## config.mk

```make
export PLATFORM = sky130hd
export DESIGN_NAME = decode_top
export DESIGN_NICKNAME = d
export VERILOG_FILES = /design/src/decode_pkg.sv /design/src/decode_lane.sv /design/src/decode_top.sv /design/src/fetch_buffer.sv /design/src/issue_queue.sv
export VERILOG_INCLUDE_DIRS = /design/src
export SDC_FILE = /design/constraint.sdc
export NUM_CORES = 1
export LEC_CHECK = 0
export BUFFER_PORTS_ARGS = -buffer_cell sky130_fd_sc_hd__buf_2
export CAP_MARGIN = 5
export CORE_UTILIZATION = 63
export CTS_BUF_LIST = sky130_fd_sc_hd__clkbuf_8
export CTS_CLUSTER_DIAMETER = 120
export DETAILED_ROUTE_END_ITERATION = 16
export PLACE_DENSITY_LB_ADDON = 0.12
export SYNTH_ARGS = -nofsm -noshare
export SYNTH_HDL_FRONTEND = slang
export SYNTH_SLANG_ARGS = --single-unit
```

## constraint.sdc

```tcl
create_clock -name clock -period 19.8 [get_ports clock]
set_input_delay 3.96 -clock clock [delete_from_list [all_inputs] [get_ports clock]]
set_output_delay 3.96 -clock clock [all_outputs]
set_load 0.1 [all_outputs]
```

## src/decode_defines.svh

```systemverilog
`ifndef DECODE_DEFINES_SVH
`define DECODE_DEFINES_SVH

// Words per fetch packet, and the number of decode lanes.
`define DECODE_LANES 2

// Packets held in the fetch buffer, and the fetch credits of the source.
`define FETCH_DEPTH 4

// Groups held in the issue queue, and the backend and slot credits.
`define ISSUE_DEPTH 4

`define XLEN 32

`endif

```

## src/decode_pkg.sv

```systemverilog
package decode_pkg;

  typedef enum logic [6:0] {
    opc_lui      = 7'b0110111,
    opc_auipc    = 7'b0010111,
    opc_jal      = 7'b1101111,
    opc_jalr     = 7'b1100111,
    opc_branch   = 7'b1100011,
    opc_load     = 7'b0000011,
    opc_store    = 7'b0100011,
    opc_op_imm   = 7'b0010011,
    opc_op       = 7'b0110011,
    opc_misc_mem = 7'b0001111,
    opc_system   = 7'b1110011
  } opcode_e;

  typedef enum logic [3:0] {
    unit_alu     = 4'd0,
    unit_lui     = 4'd1,
    unit_auipc   = 4'd2,
    unit_jal     = 4'd3,
    unit_jalr    = 4'd4,
    unit_branch  = 4'd5,
    unit_load    = 4'd6,
    unit_store   = 4'd7,
    unit_fence   = 4'd8,
    unit_ecall   = 4'd9,
    unit_ebreak  = 4'd10,
    unit_illegal = 4'd15
  } unit_e;

  // One instruction word seen in R-type or in S-type layout.
  typedef union packed {
    struct packed {
      logic [6:0] funct7;
      logic [4:0] rs2;
      logic [4:0] rs1;
      logic [2:0] funct3;
      logic [4:0] rd;
      logic [6:0] opcode;
    } r;
    struct packed {
      logic [6:0] imm_hi;
      logic [4:0] rs2;
      logic [4:0] rs1;
      logic [2:0] funct3;
      logic [4:0] imm_lo;
      logic [6:0] opcode;
    } s;
  } instr_word_u;

endpackage

```

## src/decode_lane.sv

```systemverilog
`timescale 1ns/1ps
`include "decode_defines.svh"

module decode_lane import decode_pkg::*; (
  input  logic             clock,
  input  logic             reset,
  input  logic             flush,
  input  logic             lane_valid,
  input  logic [`XLEN-1:0] lane_pc,
  input  logic [31:0]      lane_word,
  output logic             uop_valid,
  output logic [`XLEN-1:0] uop_pc,
  output unit_e            uop_unit,
  output logic [2:0]       uop_funct3,
  output logic [4:0]       uop_rd,
  output logic             uop_rd_en,
  output logic [4:0]       uop_rs1,
  output logic             uop_rs1_en,
  output logic [4:0]       uop_rs2,
  output logic             uop_rs2_en,
  output logic [`XLEN-1:0] uop_imm,
  output logic             uop_illegal
);
  instr_word_u      word;
  logic [`XLEN-1:0] imm_i;
  logic [`XLEN-1:0] imm_s;
  logic [`XLEN-1:0] imm_b;
  logic [`XLEN-1:0] imm_u;
  logic [`XLEN-1:0] imm_j;
  logic [`XLEN-1:0] imm;
  logic             funct7_ok;
  unit_e            unit;
  logic             legal;
  logic             wr;
  logic             rd1;
  logic             rd2;
  logic             rd_en_d;
  logic             rs1_en_d;
  logic             rs2_en_d;

  assign word = lane_word;

  assign imm_i = {{(`XLEN-12){lane_word[31]}}, lane_word[31:20]};
  assign imm_s = {{(`XLEN-12){word.s.imm_hi[6]}}, word.s.imm_hi, word.s.imm_lo};
  assign imm_b = {{(`XLEN-13){lane_word[31]}}, lane_word[31], lane_word[7],
                  lane_word[30:25], lane_word[11:8], 1'b0};
  assign imm_u = {lane_word[31:12], 12'b0};
  assign imm_j = {{(`XLEN-21){lane_word[31]}}, lane_word[31], lane_word[19:12],
                  lane_word[20], lane_word[30:21], 1'b0};

  // Only sub, sra and srai may set funct7 bit 5.
  assign funct7_ok = (word.r.funct7 == 7'b0000000) ||
                     (word.r.funct7 == 7'b0100000 &&
                      (word.r.funct3 == 3'd0 || word.r.funct3 == 3'd5));

  always_comb begin
    unit  = unit_illegal;
    legal = 1'b1;
    wr    = 1'b0;
    rd1   = 1'b0;
    rd2   = 1'b0;
    imm   = '0;
    case (word.r.opcode)
      opc_lui: begin
        unit = unit_lui;
        wr   = 1'b1;
        imm  = imm_u;
      end
      opc_auipc: begin
        unit = unit_auipc;
        wr   = 1'b1;
        imm  = imm_u;
      end
      opc_jal: begin
        unit = unit_jal;
        wr   = 1'b1;
        imm  = imm_j;
      end
      opc_jalr: begin
        unit  = unit_jalr;
        legal = (word.r.funct3 == 3'd0);
        wr    = 1'b1;
        rd1   = 1'b1;
        imm   = imm_i;
      end
      opc_branch: begin
        unit  = unit_branch;
        legal = (word.r.funct3 != 3'd2) && (word.r.funct3 != 3'd3);
        rd1   = 1'b1;
        rd2   = 1'b1;
        imm   = imm_b;
      end
      opc_load: begin
        unit  = unit_load;
        legal = (word.r.funct3 != 3'd3) && (word.r.funct3 < 3'd6);
        wr    = 1'b1;
        rd1   = 1'b1;
        imm   = imm_i;
      end
      opc_store: begin
        unit  = unit_store;
        legal = (word.r.funct3 < 3'd3);
        rd1   = 1'b1;
        rd2   = 1'b1;
        imm   = imm_s;
      end
      opc_op_imm: begin
        unit  = unit_alu;
        legal = (word.r.funct3 != 3'd1 && word.r.funct3 != 3'd5) || funct7_ok;
        wr    = 1'b1;
        rd1   = 1'b1;
        imm   = imm_i;
      end
      opc_op: begin
        unit  = unit_alu;
        legal = funct7_ok;
        wr    = 1'b1;
        rd1   = 1'b1;
        rd2   = 1'b1;
      end
      opc_misc_mem: begin
        unit = unit_fence; // Fence fields are not checked.
      end
      opc_system: begin
        if (lane_word == 32'h0000_0073) begin
          unit = unit_ecall;
        end else if (lane_word == 32'h0010_0073) begin
          unit = unit_ebreak;
        end else begin
          legal = 1'b0;
        end
      end
      default: begin
        legal = 1'b0;
      end
    endcase
  end

  assign rd_en_d  = legal && wr && (word.r.rd != 5'd0); // Writes to x0 are dropped.
  assign rs1_en_d = legal && rd1;
  assign rs2_en_d = legal && rd2;

  always_ff @(posedge clock) begin
    if (!reset || flush) begin
      uop_valid <= 1'b0;
    end else begin
      uop_valid <= lane_valid;
    end
  end

  // Legal words keep their raw funct3 bits, whatever the format.
  always_ff @(posedge clock) begin
    if (lane_valid) begin
      uop_pc      <= lane_pc;
      uop_unit    <= legal ? unit : unit_illegal;
      uop_funct3  <= legal ? word.r.funct3 : 3'd0;
      uop_rd      <= rd_en_d ? word.r.rd : 5'd0;
      uop_rd_en   <= rd_en_d;
      uop_rs1     <= rs1_en_d ? word.r.rs1 : 5'd0;
      uop_rs1_en  <= rs1_en_d;
      uop_rs2     <= rs2_en_d ? word.r.rs2 : 5'd0;
      uop_rs2_en  <= rs2_en_d;
      uop_imm     <= legal ? imm : '0;
      uop_illegal <= !legal;
    end
  end

  // An exception micro-op reaches the backend with no register traffic.
  a_illegal_quiet: assert property (@(posedge clock) disable iff (!reset)
    uop_valid && uop_illegal |-> !(uop_rd_en || uop_rs1_en || uop_rs2_en));

endmodule

```

## src/decode_top.sv

```systemverilog
`timescale 1ns/1ps
`include "decode_defines.svh"

module decode_top import decode_pkg::*; (
  input  logic                                clock,
  input  logic                                reset,
  input  logic                                flush,
  input  logic                                fetch_valid,
  input  logic [`XLEN-1:0]                    fetch_pc,
  input  logic [`DECODE_LANES-1:0][31:0]      fetch_data,
  output logic                                fetch_credit,
  input  logic                                issue_credit,
  output logic                                issue_valid,
  output logic [`DECODE_LANES-1:0][`XLEN-1:0] issue_pc,
  output unit_e [`DECODE_LANES-1:0]           issue_unit,
  output logic [`DECODE_LANES-1:0][2:0]       issue_funct3,
  output logic [`DECODE_LANES-1:0][4:0]       issue_rd,
  output logic [`DECODE_LANES-1:0]            issue_rd_en,
  output logic [`DECODE_LANES-1:0][4:0]       issue_rs1,
  output logic [`DECODE_LANES-1:0]            issue_rs1_en,
  output logic [`DECODE_LANES-1:0][4:0]       issue_rs2,
  output logic [`DECODE_LANES-1:0]            issue_rs2_en,
  output logic [`DECODE_LANES-1:0][`XLEN-1:0] issue_imm,
  output logic [`DECODE_LANES-1:0]            issue_illegal
);
  logic                                slot_credit;
  logic                                lane_valid;
  logic [`DECODE_LANES-1:0][`XLEN-1:0] lane_pc;
  logic [`DECODE_LANES-1:0][31:0]      lane_word;
  logic [`DECODE_LANES-1:0]            uop_valid;
  logic [`DECODE_LANES-1:0][`XLEN-1:0] uop_pc;
  unit_e [`DECODE_LANES-1:0]           uop_unit;
  logic [`DECODE_LANES-1:0][2:0]       uop_funct3;
  logic [`DECODE_LANES-1:0][4:0]       uop_rd;
  logic [`DECODE_LANES-1:0]            uop_rd_en;
  logic [`DECODE_LANES-1:0][4:0]       uop_rs1;
  logic [`DECODE_LANES-1:0]            uop_rs1_en;
  logic [`DECODE_LANES-1:0][4:0]       uop_rs2;
  logic [`DECODE_LANES-1:0]            uop_rs2_en;
  logic [`DECODE_LANES-1:0][`XLEN-1:0] uop_imm;
  logic [`DECODE_LANES-1:0]            uop_illegal;

  fetch_buffer buffer0 (.*);

  for (genvar k = 0; k < `DECODE_LANES; k++) begin : g_lane
    decode_lane lane0 (
      .clock       (clock),
      .reset       (reset),
      .flush       (flush),
      .lane_valid  (lane_valid),
      .lane_pc     (lane_pc[k]),
      .lane_word   (lane_word[k]),
      .uop_valid   (uop_valid[k]),
      .uop_pc      (uop_pc[k]),
      .uop_unit    (uop_unit[k]),
      .uop_funct3  (uop_funct3[k]),
      .uop_rd      (uop_rd[k]),
      .uop_rd_en   (uop_rd_en[k]),
      .uop_rs1     (uop_rs1[k]),
      .uop_rs1_en  (uop_rs1_en[k]),
      .uop_rs2     (uop_rs2[k]),
      .uop_rs2_en  (uop_rs2_en[k]),
      .uop_imm     (uop_imm[k]),
      .uop_illegal (uop_illegal[k])
    );
  end

  issue_queue queue0 (.*);

endmodule

```

## src/fetch_buffer.sv

```systemverilog
`timescale 1ns/1ps
`include "decode_defines.svh"

module fetch_buffer (
  input  logic                                clock,
  input  logic                                reset,
  input  logic                                flush,
  input  logic                                fetch_valid,
  input  logic [`XLEN-1:0]                    fetch_pc,
  input  logic [`DECODE_LANES-1:0][31:0]      fetch_data,
  output logic                                fetch_credit,
  input  logic                                slot_credit,
  output logic                                lane_valid,
  output logic [`DECODE_LANES-1:0][`XLEN-1:0] lane_pc,
  output logic [`DECODE_LANES-1:0][31:0]      lane_word
);
  localparam int PTR_W = (`FETCH_DEPTH > 1) ? $clog2(`FETCH_DEPTH) : 1;
  localparam int CNT_W = $clog2(`FETCH_DEPTH + 1);
  localparam int SLOT_W = $clog2(`ISSUE_DEPTH + 1);

  logic [`XLEN-1:0]               pc_mem [`FETCH_DEPTH];
  logic [`DECODE_LANES-1:0][31:0] data_mem [`FETCH_DEPTH];
  logic [PTR_W-1:0]               wr_ptr;
  logic [PTR_W-1:0]               rd_ptr;
  logic [CNT_W-1:0]               count;
  logic [SLOT_W-1:0]              slots;
  logic                           full;

  function automatic logic [PTR_W-1:0] next_ptr(input logic [PTR_W-1:0] ptr);
    return (ptr == PTR_W'(`FETCH_DEPTH - 1)) ? '0 : ptr + 1'b1;
  endfunction

  assign full = (count == CNT_W'(`FETCH_DEPTH));

  // The head goes out whenever the issue queue has room reserved for it.
  assign lane_valid = (count != '0) && (slots != '0);

  always_comb begin
    for (int k = 0; k < `DECODE_LANES; k++) begin
      lane_pc[k] = pc_mem[rd_ptr] + `XLEN'(4 * k);
    end
  end

  assign lane_word = data_mem[rd_ptr];

  always_ff @(posedge clock) begin
    if (!reset || flush) begin
      wr_ptr       <= '0;
      rd_ptr       <= '0;
      count        <= '0;
      slots        <= SLOT_W'(`ISSUE_DEPTH);
      fetch_credit <= 1'b0;
    end else begin
      if (fetch_valid) begin
        wr_ptr <= next_ptr(wr_ptr);
      end
      if (lane_valid) begin
        rd_ptr <= next_ptr(rd_ptr);
      end
      count        <= count + CNT_W'(fetch_valid) - CNT_W'(lane_valid);
      slots        <= slots + SLOT_W'(slot_credit) - SLOT_W'(lane_valid);
      fetch_credit <= lane_valid; // The freed entry goes back to the source.
    end
  end

  always_ff @(posedge clock) begin
    if (fetch_valid) begin
      pc_mem[wr_ptr]   <= fetch_pc;
      data_mem[wr_ptr] <= fetch_data;
    end
  end

  // A full buffer means the source has no credit left, so it must not send.
  a_fetch_credit: assert property (@(posedge clock) disable iff (!reset || flush)
    full |-> !fetch_valid);

endmodule

```

## src/issue_queue.sv

```systemverilog
`timescale 1ns/1ps
`include "decode_defines.svh"

module issue_queue import decode_pkg::*; (
  input  logic                                clock,
  input  logic                                reset,
  input  logic                                flush,
  input  logic [`DECODE_LANES-1:0]            uop_valid,
  input  logic [`DECODE_LANES-1:0][`XLEN-1:0] uop_pc,
  input  unit_e [`DECODE_LANES-1:0]           uop_unit,
  input  logic [`DECODE_LANES-1:0][2:0]       uop_funct3,
  input  logic [`DECODE_LANES-1:0][4:0]       uop_rd,
  input  logic [`DECODE_LANES-1:0]            uop_rd_en,
  input  logic [`DECODE_LANES-1:0][4:0]       uop_rs1,
  input  logic [`DECODE_LANES-1:0]            uop_rs1_en,
  input  logic [`DECODE_LANES-1:0][4:0]       uop_rs2,
  input  logic [`DECODE_LANES-1:0]            uop_rs2_en,
  input  logic [`DECODE_LANES-1:0][`XLEN-1:0] uop_imm,
  input  logic [`DECODE_LANES-1:0]            uop_illegal,
  output logic                                slot_credit,
  input  logic                                issue_credit,
  output logic                                issue_valid,
  output logic [`DECODE_LANES-1:0][`XLEN-1:0] issue_pc,
  output unit_e [`DECODE_LANES-1:0]           issue_unit,
  output logic [`DECODE_LANES-1:0][2:0]       issue_funct3,
  output logic [`DECODE_LANES-1:0][4:0]       issue_rd,
  output logic [`DECODE_LANES-1:0]            issue_rd_en,
  output logic [`DECODE_LANES-1:0][4:0]       issue_rs1,
  output logic [`DECODE_LANES-1:0]            issue_rs1_en,
  output logic [`DECODE_LANES-1:0][4:0]       issue_rs2,
  output logic [`DECODE_LANES-1:0]            issue_rs2_en,
  output logic [`DECODE_LANES-1:0][`XLEN-1:0] issue_imm,
  output logic [`DECODE_LANES-1:0]            issue_illegal
);
  localparam int PTR_W = (`ISSUE_DEPTH > 1) ? $clog2(`ISSUE_DEPTH) : 1;
  localparam int CNT_W = $clog2(`ISSUE_DEPTH + 1);

  logic [`DECODE_LANES-1:0][`XLEN-1:0] mem_pc [`ISSUE_DEPTH];
  unit_e [`DECODE_LANES-1:0]           mem_unit [`ISSUE_DEPTH];
  logic [`DECODE_LANES-1:0][2:0]       mem_funct3 [`ISSUE_DEPTH];
  logic [`DECODE_LANES-1:0][4:0]       mem_rd [`ISSUE_DEPTH];
  logic [`DECODE_LANES-1:0]            mem_rd_en [`ISSUE_DEPTH];
  logic [`DECODE_LANES-1:0][4:0]       mem_rs1 [`ISSUE_DEPTH];
  logic [`DECODE_LANES-1:0]            mem_rs1_en [`ISSUE_DEPTH];
  logic [`DECODE_LANES-1:0][4:0]       mem_rs2 [`ISSUE_DEPTH];
  logic [`DECODE_LANES-1:0]            mem_rs2_en [`ISSUE_DEPTH];
  logic [`DECODE_LANES-1:0][`XLEN-1:0] mem_imm [`ISSUE_DEPTH];
  logic [`DECODE_LANES-1:0]            mem_illegal [`ISSUE_DEPTH];
  logic [PTR_W-1:0]                    wr_ptr;
  logic [PTR_W-1:0]                    rd_ptr;
  logic [CNT_W-1:0]                    count;
  logic [CNT_W-1:0]                    credits;
  logic                                push;

  function automatic logic [PTR_W-1:0] next_ptr(input logic [PTR_W-1:0] ptr);
    return (ptr == PTR_W'(`ISSUE_DEPTH - 1)) ? '0 : ptr + 1'b1;
  endfunction

  assign push = |uop_valid;

  // Nothing leaves while a flush is discarding the queue.
  assign issue_valid = (count != '0) && (credits != '0) && !flush;
  assign slot_credit = issue_valid; // Each issued group frees one slot upstream.

  always_ff @(posedge clock) begin
    if (!reset || flush) begin
      wr_ptr  <= '0;
      rd_ptr  <= '0;
      count   <= '0;
      credits <= CNT_W'(`ISSUE_DEPTH);
    end else begin
      if (push) begin
        wr_ptr <= next_ptr(wr_ptr);
      end
      if (issue_valid) begin
        rd_ptr <= next_ptr(rd_ptr);
      end
      count   <= count + CNT_W'(push) - CNT_W'(issue_valid);
      credits <= credits + CNT_W'(issue_credit) - CNT_W'(issue_valid);
    end
  end

  always_ff @(posedge clock) begin
    if (push) begin
      mem_pc[wr_ptr]      <= uop_pc;
      mem_unit[wr_ptr]    <= uop_unit;
      mem_funct3[wr_ptr]  <= uop_funct3;
      mem_rd[wr_ptr]      <= uop_rd;
      mem_rd_en[wr_ptr]   <= uop_rd_en;
      mem_rs1[wr_ptr]     <= uop_rs1;
      mem_rs1_en[wr_ptr]  <= uop_rs1_en;
      mem_rs2[wr_ptr]     <= uop_rs2;
      mem_rs2_en[wr_ptr]  <= uop_rs2_en;
      mem_imm[wr_ptr]     <= uop_imm;
      mem_illegal[wr_ptr] <= uop_illegal;
    end
  end

  assign issue_pc      = mem_pc[rd_ptr];
  assign issue_unit    = mem_unit[rd_ptr];
  assign issue_funct3  = mem_funct3[rd_ptr];
  assign issue_rd      = mem_rd[rd_ptr];
  assign issue_rd_en   = mem_rd_en[rd_ptr];
  assign issue_rs1     = mem_rs1[rd_ptr];
  assign issue_rs1_en  = mem_rs1_en[rd_ptr];
  assign issue_rs2     = mem_rs2[rd_ptr];
  assign issue_rs2_en  = mem_rs2_en[rd_ptr];
  assign issue_imm     = mem_imm[rd_ptr];
  assign issue_illegal = mem_illegal[rd_ptr];

  // Slot credits upstream reserve room for every group in flight.
  a_no_overflow: assert property (@(posedge clock) disable iff (!reset || flush)
    push |-> count != CNT_W'(`ISSUE_DEPTH));

  // Spending the last backend credit holds issue until one comes back.
  a_credit_limit: assert property (@(posedge clock) disable iff (!reset || flush)
    issue_valid && credits == CNT_W'(1) && !issue_credit |=> !issue_valid);

endmodule

```

# --- Word-level counts from Yosys, hierarchy flattened ---
# Memory sizes are Yosys's and may differ from the RTL's. A register that Yosys moved wholly into a read port is not among the register bits.
# Index checks and enable logic that the tools add are counted.
totals:
  n_memories: 13
  ff_bits: 201
  output_inout_bits: 182
  elab_cells: 211
  input_bits: 101
  ramBits: 1104
memory_table:
  columns: ["name", "depth", "word_bits", "read_ports", "rd_clocked_by_memory_dff", "write_ports", "line", "rtl"]
  rows:
  - ["buffer0.data_mem", 4, 64, 1, 1, 1, "fetch_buffer.sv:22", "logic [`DECODE_LANES-1:0][31:0] data_mem [`FETCH_DEPTH];"]
  - ["queue0.mem_imm", 4, 64, 1, 1, 1, "issue_queue.sv:47", "logic [`DECODE_LANES-1:0][`XLEN-1:0] mem_imm [`ISSUE_DEPTH];"]
  - ["queue0.mem_pc", 4, 64, 1, 1, 1, "issue_queue.sv:38", "logic [`DECODE_LANES-1:0][`XLEN-1:0] mem_pc [`ISSUE_DEPTH];"]
  - ["buffer0.pc_mem", 4, 32, 1, 1, 1, "fetch_buffer.sv:21", "logic [`XLEN-1:0] pc_mem [`FETCH_DEPTH];"]
  - ["queue0.mem_rd", 4, 10, 1, 1, 1, "issue_queue.sv:41", "logic [`DECODE_LANES-1:0][4:0] mem_rd [`ISSUE_DEPTH];"]
  - ["queue0.mem_rs1", 4, 10, 1, 1, 1, "issue_queue.sv:43", "logic [`DECODE_LANES-1:0][4:0] mem_rs1 [`ISSUE_DEPTH];"]
  - ["+7 memories", null, null, null, null, null, null, null]
classes:
  order_cmp: 4
  n_reduce_logical: 54
  n_addsub: 13
  mux: 54
  n_eq_ne: 42
ops:
  columns: ["operator", "n"]
  rows:
  - ["32-bit case mux with 5 select lines", 2]
  - ["4-bit case mux with 10 select lines", 2]
  - ["32-bit by 21-bit equality test with 1-bit output, second input constant", 2]
  - ["32-bit by 7-bit equality test with 1-bit output, second input constant", 2]
  - ["2-bit 2-to-1 mux", 30]
  - ["7-bit by 6-bit equality test with 1-bit output, second input constant", 8]
  - ["7-bit equality test, second input constant", 8]
  - ["32-bit by 3-bit adder with 32-bit output, second input constant", 1]
  - ["7-bit by 5-bit equality test with 1-bit output, second input constant", 4]
  - ["1-bit logical AND", 19]
  - ["1-bit case mux with 8 select lines", 2]
  - ["7-bit by 2-bit equality test with 1-bit output, second input constant", 2]
  - ["7-bit by 4-bit equality test with 1-bit output, second input constant", 2]
  - ["7-bit logical NOT", 2]
  - ["1-bit 2-to-1 mux", 14]
  - ["7-bit OR reduction", 2]
  - ["3-bit by 1-bit adder with 3-bit output", 4]
  - ["3-bit by 2-bit inequality test with 1-bit output, second input constant", 4]
  - ["3-bit nonzero test", 4]
  - ["3-bit OR reduction", 4]
  - ["6-bit OR reduction", 2]
  - ["3-bit by 1-bit subtractor with 3-bit output", 4]
  - ["5-bit nonzero test", 2]
  - ["2-bit by 1-bit adder with 2-bit output, second input constant", 4]
  - ["other kinds (13)", 37]

# --- Depth between registers and ports, before layout ---
logic_depth:
  depth_word: 8
  ltp_mapped: 14
  depth_no_buf: 11

# --- Cells and area by module ---
# From an unflattened synthesis, not the netlist that was laid out.
hier_totals:
  cells_unflattened: 2253
  hier_area_um2: 49284.8
by_module_without_submodules:
  columns: ["module", "area_per_inst_um2", "n_inst", "cells_each", "seq_area_each_um2"]
  rows:
  - ["issue_queue", 26555.5, 1, 1006, 21861.0]
  - ["fetch_buffer", 15044.4, 1, 647, 11791.3]
  - ["decode_lane", 3842.4, 2, 300, 2722.6]

# --- Worst setup path before layout ---
# Ideal clock, no wire load.
synth_path:
  kind: "register to register"
  startpoint: "reg buffer0.slots[1]"
  endpoint: "reg buffer0.slots[2]"
  n_path_buf: 0
  slack_ns: 9.487
  t_arrival_ns: 10.187
  stages_incl_launch_ff: 11
  setup_time_ns: 0.126
  required_ns: 19.674
  period_less_slack_ns: 10.313
  cell_sequence: "dfxtp_1 -> nor3_1 -> nor2_1 -> ha_1 -> inv_1 -> ha_1 -> inv_1 -> fa_1 -> xor2_1 -> xnor2_1 -> nand2_1"
synth_between:
  elab_chain_len: 3
  elab_cells_between_ends: 4
  cone_classes: "add/sub (2); reduce/logical (2)"
synth_rtl:
  columns: ["element", "line", "rtl"]
  rows:
  - ["start, declared", "fetch_buffer.sv:26", "logic [SLOT_W-1:0] slots;"]
  - ["start signal, assigned", "fetch_buffer.sv:51", "slots <= SLOT_W'(`ISSUE_DEPTH);"]
  - ["start signal, assigned", "fetch_buffer.sv:61", "slots <= slots + SLOT_W'(slot_credit) - SLOT_W'(lane_valid);"]
  - ["3-bit nonzero test", "fetch_buffer.sv:36", "assign lane_valid = (count != '0) && (slots != '0);"]
  - ["1-bit logical AND", "fetch_buffer.sv:36", null]
  - ["named net buffer0.lane_valid", "fetch_buffer.sv:13", "output logic lane_valid,"]
  - ["3-bit by 1-bit subtractor with 3-bit output", "fetch_buffer.sv:61", null]
# The timed path passes the listed nets, and every way through them passes these cells.
# A chain may end at the register's enable or synchronous reset.

# --- Final worst setup path ---
layout_path:
  startpoint: "in flush"
  endpoint: "out issue_valid"
layout_between:
  elab_chain_len: 2
layout_rtl:
  columns: ["element", "line", "rtl"]
  rows:
  - ["start, declared", "decode_top.sv:7", "input logic flush,"]
  - ["1-bit logical NOT", "issue_queue.sv:62", "assign issue_valid = (count != '0) && (credits != '0) && !flush;"]
  - ["1-bit logical AND", "issue_queue.sv:62", null]
  - ["end, declared", "decode_top.sv:13", "output logic issue_valid,"]
# Every way passes these cells.

==> impl_metrics.csv <==
group,metric,value,unit
critical_path,worstSetupPathType,"in -> out",
critical_path,cp.buffers_inverters,2,
critical_path,crit_chain,"buf_2 > nor3_1 > buf_2",
die,dieHeight,279,µm
placement,gp_congestion,0.851,
critical_path,end_kind,"output port",
drt,drtIter0Drc,2247,
grt,grt_overflow,0,
critical_path,crit_path_top_delay_cell,"nor3_1",
placement,dpl.hpwl,57.9,mm
clocking,post_cts_resized,0,
sta,drv_slew,0,
synthesis,async_flop_share,0,%
clocking,cts_buffers,194,
synthesis,synth_seq_cells,1299,
critical_path,critPathLaunch,"flush",
layout,drive_gt1_share,30.7,%
sta,finalHoldViolCount,0,
grt,grt_max_degree,72,
critical_path,required,15.84,ns
pwr,ir_drop,0.000102,V
clocking,cts_tree,"yes",
clocking,cts.htree.levels,4,
synthesis,yosys_warnings,0,
layout,register_area,38800,µm²
clocking,path_clk_slew,0.06,ns
drt,viasPerCell,6.00,
synthesis,avgSynthCellArea,22.2,µm²
die,io_pins,283,
synthesis,syn_inst,2184,
sta,setup_slack,10.68,ns
sta,final.min_clock_period,9.12,ns
die,design.die.area,78000,µm²
layout,syn_to_final_growth,12.3,%
grt,grt_pass1_wl,143,mm
sta,setup_violations,0,
placement,io_buffers,282,
synthesis,synth_top_cell_area_share,79.0,%
critical_path,start_kind,"primary input",
flow_run,maxCapViolations,0,
grt,antenna_found_initial,41,
layout,nFillCells,4496,
sta,finalSetupTns,0,ns
sta,finalCritPeriodShare,46.1,%
critical_path,cp.arrival,5.16,ns
grt,grt_pass1_vias,23400,
status,status,"finished, final reports clean",
pwr,power.leakage,0.0174,µW
hold_path,hp-start,"g_lane[1].lane0.uop_imm[11]$_SDFFCE_PN0P_",
die,coreArea,75900,µm²
die,die_w,279,µm
drt,vias,22700,
layout,multi_input_area,9180,µm²
synthesis,syn_nets,2308,
clocking,post-cts-setup-buffer-count,0,
layout,fin_area,54400,µm²
critical_path,cpPeakStageDelay,0.54,ns
grt,grtUsageTotal,25.3,%
critical_path,cp_common_cell,"buf_2",
sta,fin_skew,0.0424,ns
placement,pre_cts_ws,10.68,ns
drt,remaining_drc_errors,0,
sta,tightest_slew,1.18,ns
hold_path,hold_path_class,"reg -> reg",
sta,rsz0062_at_grt,"false",
clocking,clk-insertion-delay-late,0.82,ns
clocking,clock_path_buffers,3,
critical_path,crit_family,"buffers and inverters",
sta,slew_headroom,21.4,%
clocking,root_buffer,"clkbuf_8",
die,fp-row-count,101,
synthesis,synth_edf_count,1274,
synthesis,synth.cell_area,48400,µm²
clocking,postCtsHoldBufs,0,
drt,drtAntennaViolNets,0,
die,initial_core_util,63.8,%
placement,place_area,51000,µm²
critical_path,path_max_fanout,5,
drt,wl_per_cell,25.4,µm
clocking,cts.sinks,1299,
synthesis,yosysSeqAreaShare,80.0,%
layout,final_common_cell,"edfxtp_1",
drt,wl,96.0,mm
pwr,power_density,125,nW/µm²
synthesis,ys_types,67,
synthesis,synth.largest_area_cell,"edfxtp_1",
layout,layout_common_cells,"1,274 x edfxtp_1, 282 x buf_2, 272 x mux4_2, 203 x clkbuf_8, 99 x nand2_1",
drt,dr.pass1.iters,7,
layout,nNetsFinal,2732,
synthesis,synth.area.top_cells,"edfxtp_1 79%, mux4_2 13%, dfxtp_1 1.0%",
synthesis,ys.flop_type,"edfxtp_1",
sta,fmax,110,MHz
per-layer routing:
| metal | wire (µm) | track usage [%] | vias to the layer above | share of wire, % |
|---|---|---|---|---|
| met5 | 244 | 0 | - | 0.25 |
| met4 | 1900 | 7.33 | 38 | 2.0 |
| met3 | 7320 | 6.76 | 199 | 7.6 |
| met2 | 48700 | 41.0 | 911 | 51 |
| met1 | 37800 | 34.4 | 11700 | 39 |
| li1 | - | - | 9845 | - |
registers in the layout, indices dropped and copies added (netlist names), 6 cells and up, named ones only:
signal,cells
g_lane.lane0.uop_funct3,6
queue0.mem_rd,40
queue0.mem_rd_en,8
queue0.mem_rs1_en,8
g_lane.lane0.uop_unit,8
queue0.mem_rs1,40
queue0.mem_unit,32
buffer0.pc_mem,128
g_lane.lane0.uop_rs1,10
g_lane.lane0.uop_rd,10
queue0.mem_imm,256
g_lane.lane0.uop_rs2,10
buffer0.data_mem,256
queue0.mem_pc,248
queue0.mem_funct3,24
g_lane.lane0.uop_imm,64
queue0.mem_rs2_en,8
queue0.mem_rs2,40
queue0.mem_illegal,8
g_lane.lane0.uop_pc,62
cell families after synthesis:
kind of cell    Yosys count  synth area share (%)
mux                     278                  12.8
fa+ha+maj                23                 0.656
simple gates            329                  3.38
xor+xnor                 40                 0.723
flops                  1299                  80.0
buf+inv                 114                  1.12
compound gates          101                  1.32
synthesized netlist by cell type (2+ instances only):
| library cell | number |
|---|---|
| buf_2 | 18 |
| clkbuf_1 | 28 |
| nor4b_2 | 2 |
| o21bai_1 | 2 |
| nor4_1 | 6 |
| nor2_1 | 81 |
| or2_2 | 5 |
| nand2b_1 | 4 |
| buf_4 | 10 |
| ha_1 | 19 |
| nand3b_1 | 2 |
| buf_1 | 25 |
| and4_1 | 2 |
| nand3_1 | 16 |
| mux2i_1 | 6 |
| a21oi_1 | 51 |
| buf_6 | 6 |
| xor2_1 | 10 |
| nor2b_1 | 12 |
| o21ai_1 | 2 |
| nand2_1 | 99 |
| o32ai_1 | 2 |
| o21ai_0 | 12 |
| or4_1 | 4 |
| and3_1 | 4 |
| nor4b_1 | 3 |
| edfxtp_1 | 1274 |
| nor3b_2 | 2 |
| a32o_1 | 2 |
| and2_1 | 45 |
| nor3_1 | 26 |
| xnor2_1 | 30 |
| fa_1 | 4 |
| inv_1 | 26 |
| nand4_1 | 4 |
| dfxtp_1 | 25 |
| a22oi_1 | 11 |
| mux4_2 | 272 |
| nor3b_1 | 4 |
final timing paths:
kind | to | slack, ns | cells after the start
max | issue_valid | 10.68 | 3
min | queue0.mem_imm[0][43]$_DFFE_PP_ | 0.48 | 0
min reg2reg | queue0.mem_imm[0][43]$_DFFE_PP_ | 0.48 | 0
max reg2reg | g_lane[1].lane0.uop_imm[5]$_SDFFCE_PN0P_ | 15.13 | 9
cell type report:
cell class                 instances  share of cell area (%)
clock buffer                     203                    5.14
antenna                           13                  0.0598
timing repair buffer             316                    3.07
multi-input combinational        771                    16.9
tap                             1030                    2.37
sequential                      1299                    71.3
inverter                          26                   0.179
clock inverter                   126                    1.00
stage by stage:
step                      std cells  utilization [%]  hold slack [ns]  total power (µW)
final                          3784             71.6            0.479              6780
after global routing           3779             71.6            0.491              7030
after CTS                      3771             71.5            0.475              6840
after detailed placement       3442             67.2            0.478              4970
after global placement         3442             67.2            0.464              4920
after floorplan                2184                -            0.459              4710
power breakdown:
| part | internal (µW) | total (µW) | switching (µW) |
|---|---|---|---|
| Clock | 940 | 1890 | 945 |
| Combinational | 263 | 1240 | 973 |
| Sequential | 3490 | 3660 | 163 |
Power figures use the tool's default switching activity.
